**src/common/scale_pkg.sv**
```systemverilog
// Stream scaler shared definitions
`default_nettype none

package scale_pkg;

  // One unsigned sample as it travels from input to output
  typedef logic [15:0] sample_t;

  // Multiplier applied to every sample
  typedef logic [7:0] gain_t;

  // Added after the multiplication
  typedef logic [15:0] offset_t;

  // Configuration address and write data
  typedef logic [0:0] cfg_addr_t;
  typedef logic [15:0] cfg_data_t;

  // Occupancy and drop counters, both wrap on overflow
  typedef logic [15:0] count_t;

  // Register map of the configuration block
  localparam cfg_addr_t CfgAddrGain = 1'b0;
  localparam cfg_addr_t CfgAddrOffset = 1'b1;

  // Identity transform after reset
  localparam gain_t GainReset = 8'd1;
  localparam offset_t OffsetReset = 16'd0;

  // Both spill slices of the top level use this setting
  localparam bit SpillBypass = 1'b0;

  // Results above this limit are clamped
  localparam sample_t SampleMax = 16'hFFFF;

endpackage

`default_nettype wire

```
**src/spill/spill_register_flushable.sv**
```systemverilog
// Flushable spill register
`timescale 1ns/100ps
`default_nettype none

module spill_register_flushable import scale_pkg::*; #(
  // With Bypass set the slice degenerates into plain wires
  parameter bit Bypass = 1'b0
) (
  input  wire logic    clk_i,
  input  wire logic    rst_ni,
  input  wire logic    valid_i,
  input  wire logic    flush_i,
  output logic         ready_o,
  input  wire sample_t data_i,
  output logic         valid_o,
  input  wire logic    ready_i,
  output sample_t      data_o
);

  if (Bypass) begin : gen_bypass
    // No storage, so both handshakes are joined combinationally
    assign valid_o = valid_i;
    assign ready_o = ready_i;
    assign data_o  = data_i;
  end else begin : gen_spill
    sample_t a_data_q;
    sample_t b_data_q;
    logic    a_full_q;
    logic    b_full_q;
    logic    a_fill;
    logic    a_drain;
    logic    b_fill;
    logic    b_drain;

    // Entry A takes every accepted sample, a flush never loads it
    assign a_fill = valid_i && ready_o && !flush_i;

    // A empties whenever B has room, or on a flush
    assign a_drain = (a_full_q && !b_full_q) || flush_i;

    // A sample leaving A goes into B only if downstream stalls
    assign b_fill = a_drain && !ready_i && !flush_i;

    // B empties on a downstream handshake or on a flush
    assign b_drain = (b_full_q && ready_i) || flush_i;

    // Room exists as long as one of the two entries is free
    assign ready_o = !a_full_q || !b_full_q;

    // Output is valid as soon as either entry holds a sample
    assign valid_o = a_full_q || b_full_q;

    // B holds the older sample, so it goes out first
    assign data_o = b_full_q ? b_data_q : a_data_q;

    // Payload of entry A
    always_ff @(posedge clk_i) begin
      if (a_fill) begin
        a_data_q <= data_i;
      end
    end

    // Payload of entry B, always taken from A
    always_ff @(posedge clk_i) begin
      if (b_fill) begin
        b_data_q <= a_data_q;
      end
    end

    // Full flag of A; a fill in the same cycle as a drain keeps it set
    always_ff @(posedge clk_i or negedge rst_ni) begin
      if (!rst_ni) begin
        a_full_q <= 1'b0;
      end else if (a_fill || a_drain) begin
        a_full_q <= a_fill;
      end
    end

    // Full flag of B
    always_ff @(posedge clk_i or negedge rst_ni) begin
      if (!rst_ni) begin
        b_full_q <= 1'b0;
      end else if (b_fill || b_drain) begin
        b_full_q <= b_fill;
      end
    end
  end

endmodule

`default_nettype wire

```
**src/logic/scale_cfg_regs.sv**
```systemverilog
// Scaler configuration registers
`timescale 1ns/100ps
`default_nettype none

module scale_cfg_regs import scale_pkg::*; (
  input  wire logic      clk_i,
  input  wire logic      rst_ni,
  input  wire logic      cfg_we_i,
  input  wire cfg_addr_t cfg_addr_i,
  input  wire cfg_data_t cfg_wdata_i,
  output gain_t          gain_o,
  output offset_t        offset_o
);

  gain_t   gain_q;
  offset_t offset_q;
  logic    gain_we;
  logic    offset_we;

  // Address decode of the write strobe
  assign gain_we   = cfg_we_i && (cfg_addr_i == CfgAddrGain);
  assign offset_we = cfg_we_i && (cfg_addr_i == CfgAddrOffset);

  // Gain register, only the low byte of the write data is kept
  always_ff @(posedge clk_i or negedge rst_ni) begin
    if (!rst_ni) begin
      gain_q <= GainReset;
    end else if (gain_we) begin
      gain_q <= cfg_wdata_i[$bits(gain_t)-1:0];
    end
  end

  // Offset register uses the full write data
  always_ff @(posedge clk_i or negedge rst_ni) begin
    if (!rst_ni) begin
      offset_q <= OffsetReset;
    end else if (offset_we) begin
      offset_q <= cfg_wdata_i;
    end
  end

  // A sample accepted on the write edge still sees the old value here,
  // since the register output only changes after that edge
  assign gain_o   = gain_q;
  assign offset_o = offset_q;

endmodule

`default_nettype wire

```
**src/logic/affine_sat.sv**
```systemverilog
// Saturating gain and offset transform
`timescale 1ns/100ps
`default_nettype none

module affine_sat import scale_pkg::*; (
  input  wire sample_t data_i,
  input  wire gain_t   gain_i,
  input  wire offset_t offset_i,
  output sample_t      data_o
);

  // Product keeps every bit of sample times gain
  logic [$bits(sample_t)+$bits(gain_t)-1:0] product;

  // One extra bit holds the carry of the offset addition
  logic [$bits(sample_t)+$bits(gain_t):0] sum;

  logic overflow;

  // Both operands are unsigned and widen to the product width
  assign product = data_i * gain_i;

  // Offset is zero extended before the addition
  assign sum = product + offset_i;

  // Anything above the largest sample value is out of range
  assign overflow = (sum > SampleMax);

  // Clamp, otherwise the low bits are the exact result
  assign data_o = overflow ? SampleMax : sum[$bits(sample_t)-1:0];

endmodule

`default_nettype wire

```
**src/logic/stream_occupancy.sv**
```systemverilog
// In-flight and drop counters
`timescale 1ns/100ps
`default_nettype none

module stream_occupancy import scale_pkg::*; (
  input  wire logic clk_i,
  input  wire logic rst_ni,
  input  wire logic in_fire_i,
  input  wire logic out_fire_i,
  input  wire logic flush_i,
  output count_t    inflight_o,
  output count_t    dropped_o
);

  count_t inflight_q;
  count_t dropped_q;
  count_t in_inc;
  count_t out_dec;
  count_t flushed;

  // Handshakes widened to counter width
  assign in_inc  = count_t'(in_fire_i);
  assign out_dec = count_t'(out_fire_i);

  // A delivery in the flush cycle still counts as delivered,
  // so it is not part of what the flush throws away
  assign flushed = inflight_q - out_dec;

  // Occupancy goes up on input and down on output, a flush clears it
  always_ff @(posedge clk_i or negedge rst_ni) begin
    if (!rst_ni) begin
      inflight_q <= '0;
    end else if (flush_i) begin
      inflight_q <= '0;
    end else begin
      inflight_q <= inflight_q + in_inc - out_dec;
    end
  end

  // Running total of discarded samples, wraps on overflow
  always_ff @(posedge clk_i or negedge rst_ni) begin
    if (!rst_ni) begin
      dropped_q <= '0;
    end else if (flush_i) begin
      dropped_q <= dropped_q + flushed;
    end
  end

  assign inflight_o = inflight_q;
  assign dropped_o  = dropped_q;

endmodule

`default_nettype wire

```
**src/logic/scale_stream_top.sv**
```systemverilog
// Flushable stream scaler top level
`timescale 1ns/100ps
`default_nettype none

module scale_stream_top import scale_pkg::*; (
  input  wire logic      clk_i,
  input  wire logic      rst_ni,
  input  wire logic      cfg_we_i,
  input  wire cfg_addr_t cfg_addr_i,
  input  wire cfg_data_t cfg_wdata_i,
  input  wire logic      valid_i,
  output logic           ready_o,
  input  wire sample_t   data_i,
  input  wire logic      flush_i,
  output logic           valid_o,
  input  wire logic      ready_i,
  output sample_t        data_o,
  output count_t         inflight_o,
  output count_t         dropped_o
);

  gain_t   gain;
  offset_t offset;
  sample_t scaled;

  // Handshake between the two slices
  logic    mid_valid;
  logic    mid_ready;
  sample_t mid_data;

  // Transfers on the outer handshakes feed the tracker
  logic in_fire;
  logic out_fire;

  assign in_fire  = valid_i && ready_o;
  assign out_fire = valid_o && ready_i;

  scale_cfg_regs u_cfg_regs (
    .clk_i      (clk_i),
    .rst_ni     (rst_ni),
    .cfg_we_i   (cfg_we_i),
    .cfg_addr_i (cfg_addr_i),
    .cfg_wdata_i(cfg_wdata_i),
    .gain_o     (gain),
    .offset_o   (offset)
  );

  // Transform sits before the first slice, so it uses the
  // configuration that is current at the acceptance edge
  affine_sat u_affine_sat (
    .data_i  (data_i),
    .gain_i  (gain),
    .offset_i(offset),
    .data_o  (scaled)
  );

  spill_register_flushable #(.Bypass(SpillBypass)) slice_in (
    .clk_i  (clk_i),
    .rst_ni (rst_ni),
    .valid_i(valid_i),
    .flush_i(flush_i),
    .ready_o(ready_o),
    .data_i (scaled),
    .valid_o(mid_valid),
    .ready_i(mid_ready),
    .data_o (mid_data)
  );

  spill_register_flushable #(.Bypass(SpillBypass)) slice_out (
    .clk_i  (clk_i),
    .rst_ni (rst_ni),
    .valid_i(mid_valid),
    .flush_i(flush_i),
    .ready_o(mid_ready),
    .data_i (mid_data),
    .valid_o(valid_o),
    .ready_i(ready_i),
    .data_o (data_o)
  );

  stream_occupancy u_occupancy (
    .clk_i     (clk_i),
    .rst_ni    (rst_ni),
    .in_fire_i (in_fire),
    .out_fire_i(out_fire),
    .flush_i   (flush_i),
    .inflight_o(inflight_o),
    .dropped_o (dropped_o)
  );

endmodule

`default_nettype wire

```
**config.mk**
```make
export PLATFORM = sky130hd
export DESIGN_NAME = scale_stream_top
export DESIGN_NICKNAME = d
export VERILOG_FILES = /design/src/common/scale_pkg.sv /design/src/spill/spill_register_flushable.sv /design/src/logic/scale_cfg_regs.sv /design/src/logic/affine_sat.sv /design/src/logic/stream_occupancy.sv /design/src/logic/scale_stream_top.sv
export SDC_FILE = /design/constraint.sdc
export NUM_CORES = 1
export LEC_CHECK = 0
export ABC_AREA = 1
export BUFFER_PORTS_ARGS = -buffer_cell sky130_fd_sc_hd__buf_2
export CAP_MARGIN = 20
export CORE_MARGIN = 2
export CORE_UTILIZATION = 50
export CTS_BUF_LIST = sky130_fd_sc_hd__clkbuf_8
export DETAILED_ROUTE_END_ITERATION = 8
export GPL_TIMING_DRIVEN = 0
export MAX_ROUTING_LAYER = met4
export PLACE_DENSITY = 0.68
export SLEW_MARGIN = 25
export SYNTH_ARGS = -nofsm -noshare
export SYNTH_HDL_FRONTEND = slang
export SYNTH_SLANG_ARGS = --single-unit
```
**constraint.sdc**
```tcl
create_clock -name clk_i -period 11.13 [get_ports clk_i]
set_clock_uncertainty 0.15 [all_clocks]
set_input_delay 1.113 -clock clk_i [delete_from_list [all_inputs] [get_ports clk_i]]
set_output_delay 1.113 -clock clk_i [all_outputs]
set_load 0.01 [all_outputs]
```
* Yosys cells after proc, flatten, opt, wreduce, memory -nomap -nowiden
Index checks and enable logic that the tools add are counted.
W data, S select, Z words.
** Cells by class
- $add $sub $neg :: 5
- Multiply operators :: 1
- Order comparisons :: 1
- Multiplexer cells :: 3
- Bitwise gates (word level) :: 1
- Reductions and logical operators :: 34
** Operator list (count)
- $mux W16 :: 3
- $sub A16 B1 Y16 :: 2
- $add A24 B16 Y25 :: 1
- $gt A25 B16 Y1 const B :: 1
- $mul A16 B8 Y24 :: 1
- $add A16 B1 Y16 :: 1
- $add A16 B16 Y16 :: 1
- $logic_and A1 B1 Y1 :: 15
- $logic_or A1 B1 Y1 :: 12
- $logic_not A1 Y1 :: 7
- $not A1 Y1 :: 1
** Storage, ports and cells
- Register bits after elaboration :: 124
- Input bits :: 39
- Output and inout port bits :: 50
- Logic and storage cells :: 57

* Logic depth before layout (Yosys ltp)
- Depth after elaboration :: 6
- Gate-level depth with buffers :: 26
- Depth with buffers taken out :: 23

* Hierarchy
Synthesis repeated with hierarchy kept, for this count alone.
** Unflattened totals
- Cell total of the unflattened synthesis :: 1584
- Area total of the unflattened synthesis :: 12099.1 µm²
** By module, submodules not included
- affine_sat :: times used 1, cells each 783, area an instance 5322.6 µm², sequential area each 0.0 µm²
- stream_occupancy :: times used 1, cells each 492, area an instance 3185.6 µm², sequential area each 800.8 µm²
- spill_register_flushable :: times used 2, cells each 100, area an instance 1293.7 µm², sequential area each 1011.0 µm²
- scale_cfg_regs :: times used 1, cells each 105, area an instance 988.4 µm², sequential area each 601.8 µm²
- scale_stream_top :: times used 1, cells each 4, area an instance 15.0 µm², sequential area each 0.0 µm²

* Least setup slack after synthesis
OpenSTA, ideal clock, no wires.
- Kind :: input-to-reg
- From :: in data_i[9]
- To :: reg slice_in.gen_spill.a_data_q[10], data pin
- Library setup time :: 0.266 ns
- Data arrival time :: 5.057 ns
- Required time :: 10.714 ns
- Slack :: 5.656 ns
- Cell stages on the path :: 23
- Buffers on the path :: 2
- Cell sequence :: clkbuf_1 nand2_1 inv_1 fa_1 inv_1 fa_1 inv_1 fa_1 inv_1 fa_1 inv_1 ha_1 nand2_1 inv_1 nand2_1 inv_1 a21oi_1 nand3_1 nand2_1 nand3_2 nor2_4 buf_6 nand4_1
** Between the ends
- Cells in the longest elaborated chain, start to end :: 3
** Ends and longest elaborated chain
- start: declaration :: line scale_stream_top.sv:13 : input wire sample_t data_i,
- $mul A16 B8 Y24 * :: line affine_sat.sv:21 : assign product = data_i * gain_i;
- $add A24 B16 Y25 * :: line affine_sat.sv:24 : assign sum = product + offset_i;
- $gt A25 B16 Y1 :: line affine_sat.sv:27 : assign overflow = (sum > SampleMax);
- end signal: assignment :: line spill_register_flushable.sv:59 : a_data_q <= data_i;
- end: declaration :: line spill_register_flushable.sv:26 : sample_t a_data_q;
Mark *: on every way between the ends. The rest lies on a longest branch, timed or not.
A chain may end at the register's enable or synchronous reset.

* Worst setup path in the final report
- From :: reg u_cfg_regs.gain_q[0] (netlist: u_cfg_regs.gain_o[0])
- To :: reg slice_in.gen_spill.a_data_q[9], data pin
** Between the ends
- Cells in the longest elaborated chain, start to end :: 3
** Ends and longest elaborated chain
- start: declaration :: line scale_cfg_regs.sv:15 : gain_t gain_q;
- start signal: assignment :: line scale_cfg_regs.sv:27 : gain_q <= GainReset;
- start signal: assignment :: line scale_cfg_regs.sv:29 : gain_q <= cfg_wdata_i[$bits(gain_t)-1:0];
- $mul A16 B8 Y24 * :: line affine_sat.sv:21
- $add A24 B16 Y25 * :: line affine_sat.sv:24
- $gt A25 B16 Y1 :: line affine_sat.sv:27
Marked as above.

==> metrics <==
final setup violation count 0; top cells by area, synth fa_1 18%, edfxtp_1 17%, nand2_1 14%; Slowest cell on crit path fa_1; DP HPWL 20400 um; # DRC 0; Area growth syn-to-layout 10.20%; post-synth net total 1696; CP Capture Type flop; Max Cap Viol 0; Post-synth top cells 439 x nand2_1, 348 x inv_1, 102 x fa_1, 93 x ha_1; startpoint types flop; Clk Latency, worst-skew pair 0.46 ns; Top FF cell, synth edfxtp_1; Setup TNS Final 0 ns; Post-CTS Setup Bufs 0; RePlAce Congestion 0.9267; Resized cells post-CTS 0; CTS tree yes; crit path DAT 5.96 ns; vias in the first global route 9249; data required time of the critical path 11.16 ns; #FFs+latches synth 124; Cell Chain, Critical Path clkbuf_1 -> clkbuf_1 -> nand2_1 -> fa_1 -> inv_1 -> fa_1 -> fa_1 -> inv_1 -> fa_1 -> inv_1 -> ha_1 -> nand2_2 -> nor2_2 -> inv_2 -> nor2_2 -> nand3_1 -> nand3_1 -> nand2_1 -> nand2_1 -> nand2_2 -> nor2_8 -> buf_8 -> nand4_1; most numerous cell in the Yosys netlist nand2_1; cell at the root of the clock tree clkbuf_8; critical path type reg -> reg; Max FO, Critical Path 10; share of layout cells above drive strength 1 9.496%; Critical path buffers and inverters 7; Clock Path Buffers 2; Post-Syn Area 0.01152 sq mm; worst slew pin tran 0.8576 ns; chip width 155.8 um; Async S/R FF share, synth 48.39%; Seq/Total Area, Yosys 29.74%; fin. max-slew vios 0; Pre-antenna DRT Iters 5; delay-heaviest family, CP adder cells; Hold Vio Cnt, Final 0; Final period util 53.21%; initial antenna violation count 0; status complete, no violations; Vias 9105; CTS buffer count 17; worst min path class reg -> reg; Worst-path clk slew 0.09 ns; post-synthesis instance total 1462; GRT Util Overall 23.03%; DR vias/cell 4.911; Die Y 155.8 um; most used cell, CP fa_1; port bufs 71; wire length of the first global-routing pass 43300 um; full die area 0.02426 sq mm; htree depth 4; YS warnings 0; RSZ-0062 raised after global routing false; Starting Density 50.86%; Final Critical Period 5.922 ns; Avg WL per Cell 13.52 um; Avg Cell Area, Syn 7.877 sq um; antenna cells 0; total gr overflow 0; Max Clock Freq 0.1689 GHz; CTS Hold Bufs 0; Synth cell types 39; CTS sink count 124; # nets final 1790; top cell type's share of synthesized area 17.73%; EDFF count, synth 64; Yosys top cell by area fa_1; max_slew headroom 42.83%; CP max stage delay 0.55 ns; largest net degree at the start of global routing 38; row cnt 55; core area 0.02264 sq mm; DRT iter0 DRCs 505; remaining antenna violation count 0; routed wire length 25060 um; Ports 89
[worst reg2reg max path, delay by kind of cell, from the launching register on]
kind | cells | cell delay (ns)
adder cells (fa/ha/maj) | 5 | 2.50
buffers and inverters | 7 | 1.23
flip-flops | 1 | 0.52
AND/OR/NAND/NOR | 11 | 1.27
[flip-flops by register name, indices dropped and copies added (netlist names), 8 cells and up]
register                      cells
u_occupancy.inflight_o           16
slice_out.gen_spill.a_data_q     16
u_occupancy.dropped_o            16
slice_in.gen_spill.a_data_q      16
slice_in.gen_spill.b_data_q      16
slice_out.gen_spill.b_data_q     16
u_cfg_regs.gain_o                 8
u_cfg_regs.offset_o              16
[cells in the final DEF, fill, tap and decap left out, types with 2 or more instances in the layout]
cell type,n
nor2_2,7
a21oi_1,63
o21ai_0,46
nor2_1,51
nor3_2,3
a21o_1,4
o31ai_1,2
nand3_2,3
clkbuf_8,17
inv_1,348
ha_1,93
buf_4,5
dfrtp_1,59
buf_2,70
nand2_2,10
a211oi_1,3
inv_2,2
clkbuf_2,3
xnor2_1,15
nand3_1,41
xor2_1,10
a21boi_0,2
nor3_1,6
nor2_4,2
nand2_1,439
nand4_2,5
edfxtp_1,64
clkinv_4,3
nand4_1,16
buf_1,2
inv_6,6
clkbuf_1,43
o21bai_1,3
inv_8,5
fa_1,102
clkinv_1,4
[metrics by stage]
step	instance area, sq um	util [%]	instances	hold slack (ns)	setup slack, ns
2_1_floorplan	11520	-	1462	0.2768	5.656
3_3_place_gp	12230	54.01	1818	0.2943	5.149
3_5_place_dp	12290	54.29	1822	0.2926	5.103
4_1_cts	12690	56.05	1854	0.2954	5.234
5_1_grt	12690	56.05	1854	0.3158	4.884
6_report	12690	56.05	1854	0.2966	5.208
[metal layers]
metal	up-vias	part of all wire, %	global-route usage (%)
li1	4594	-	-
met1	4267	44	27.69
met2	200	50	40.20
met3	44	3.7	3.167
met4	0	2.4	7.427
met5	-	0	-
[area by class of cell]
type	count	area, sq um
Fill cell	2142	9950
Multi-Input combinational cell	933	6564
Tap cell	285	356.6
Clock buffer	17	234.0
Buffer	51	217.7
Sequential cell	124	3425
Inverter	354	1329
Timing Repair Buffer	75	400.4
Clock inverter	15	165.2
[kinds of logic after synthesis]
kind of cell               after synthesis  share of synthesized area [%]
and+or+nand+nor                        588                          21.34
buffers and inverters                  405                          13.43
adders and majority gates              195                          27.84
AOI/OAI and AO/OA                      125                          5.758
DFF                                    124                          29.74
xor gates and xnor gates                25                          1.901
[worst paths after layout]
path	to	cells after the start	from	slack, ns
worst min-delay path	slice_in.gen_spill.b_data_q[14]$_DFFE_PP_	0	slice_in.gen_spill.a_data_q[14]$_SDFFCE_PN1P_	0.30
worst max-delay path	slice_in.gen_spill.a_data_q[9]$_SDFFCE_PN1P_	23	u_cfg_regs.gain_o[0]$_DFFE_PN1P_	5.21
worst min register to register	slice_in.gen_spill.b_data_q[14]$_DFFE_PP_	0	slice_in.gen_spill.a_data_q[14]$_SDFFCE_PN1P_	0.30
max in group asynchronous	u_cfg_regs.gain_o[0]$_DFFE_PN1P_	2	rst_ni	9.86
min in group asynchronous	u_occupancy.inflight_o[12]$_DFF_PN0_	1	rst_ni	0.39
worst max register to register	slice_in.gen_spill.a_data_q[9]$_SDFFCE_PN1P_	23	u_cfg_regs.gain_o[0]$_DFFE_PN1P_	5.21
Power is not shown: default switching activity piles up to over one toggle a cycle in this logic, so the estimate is an artifact.
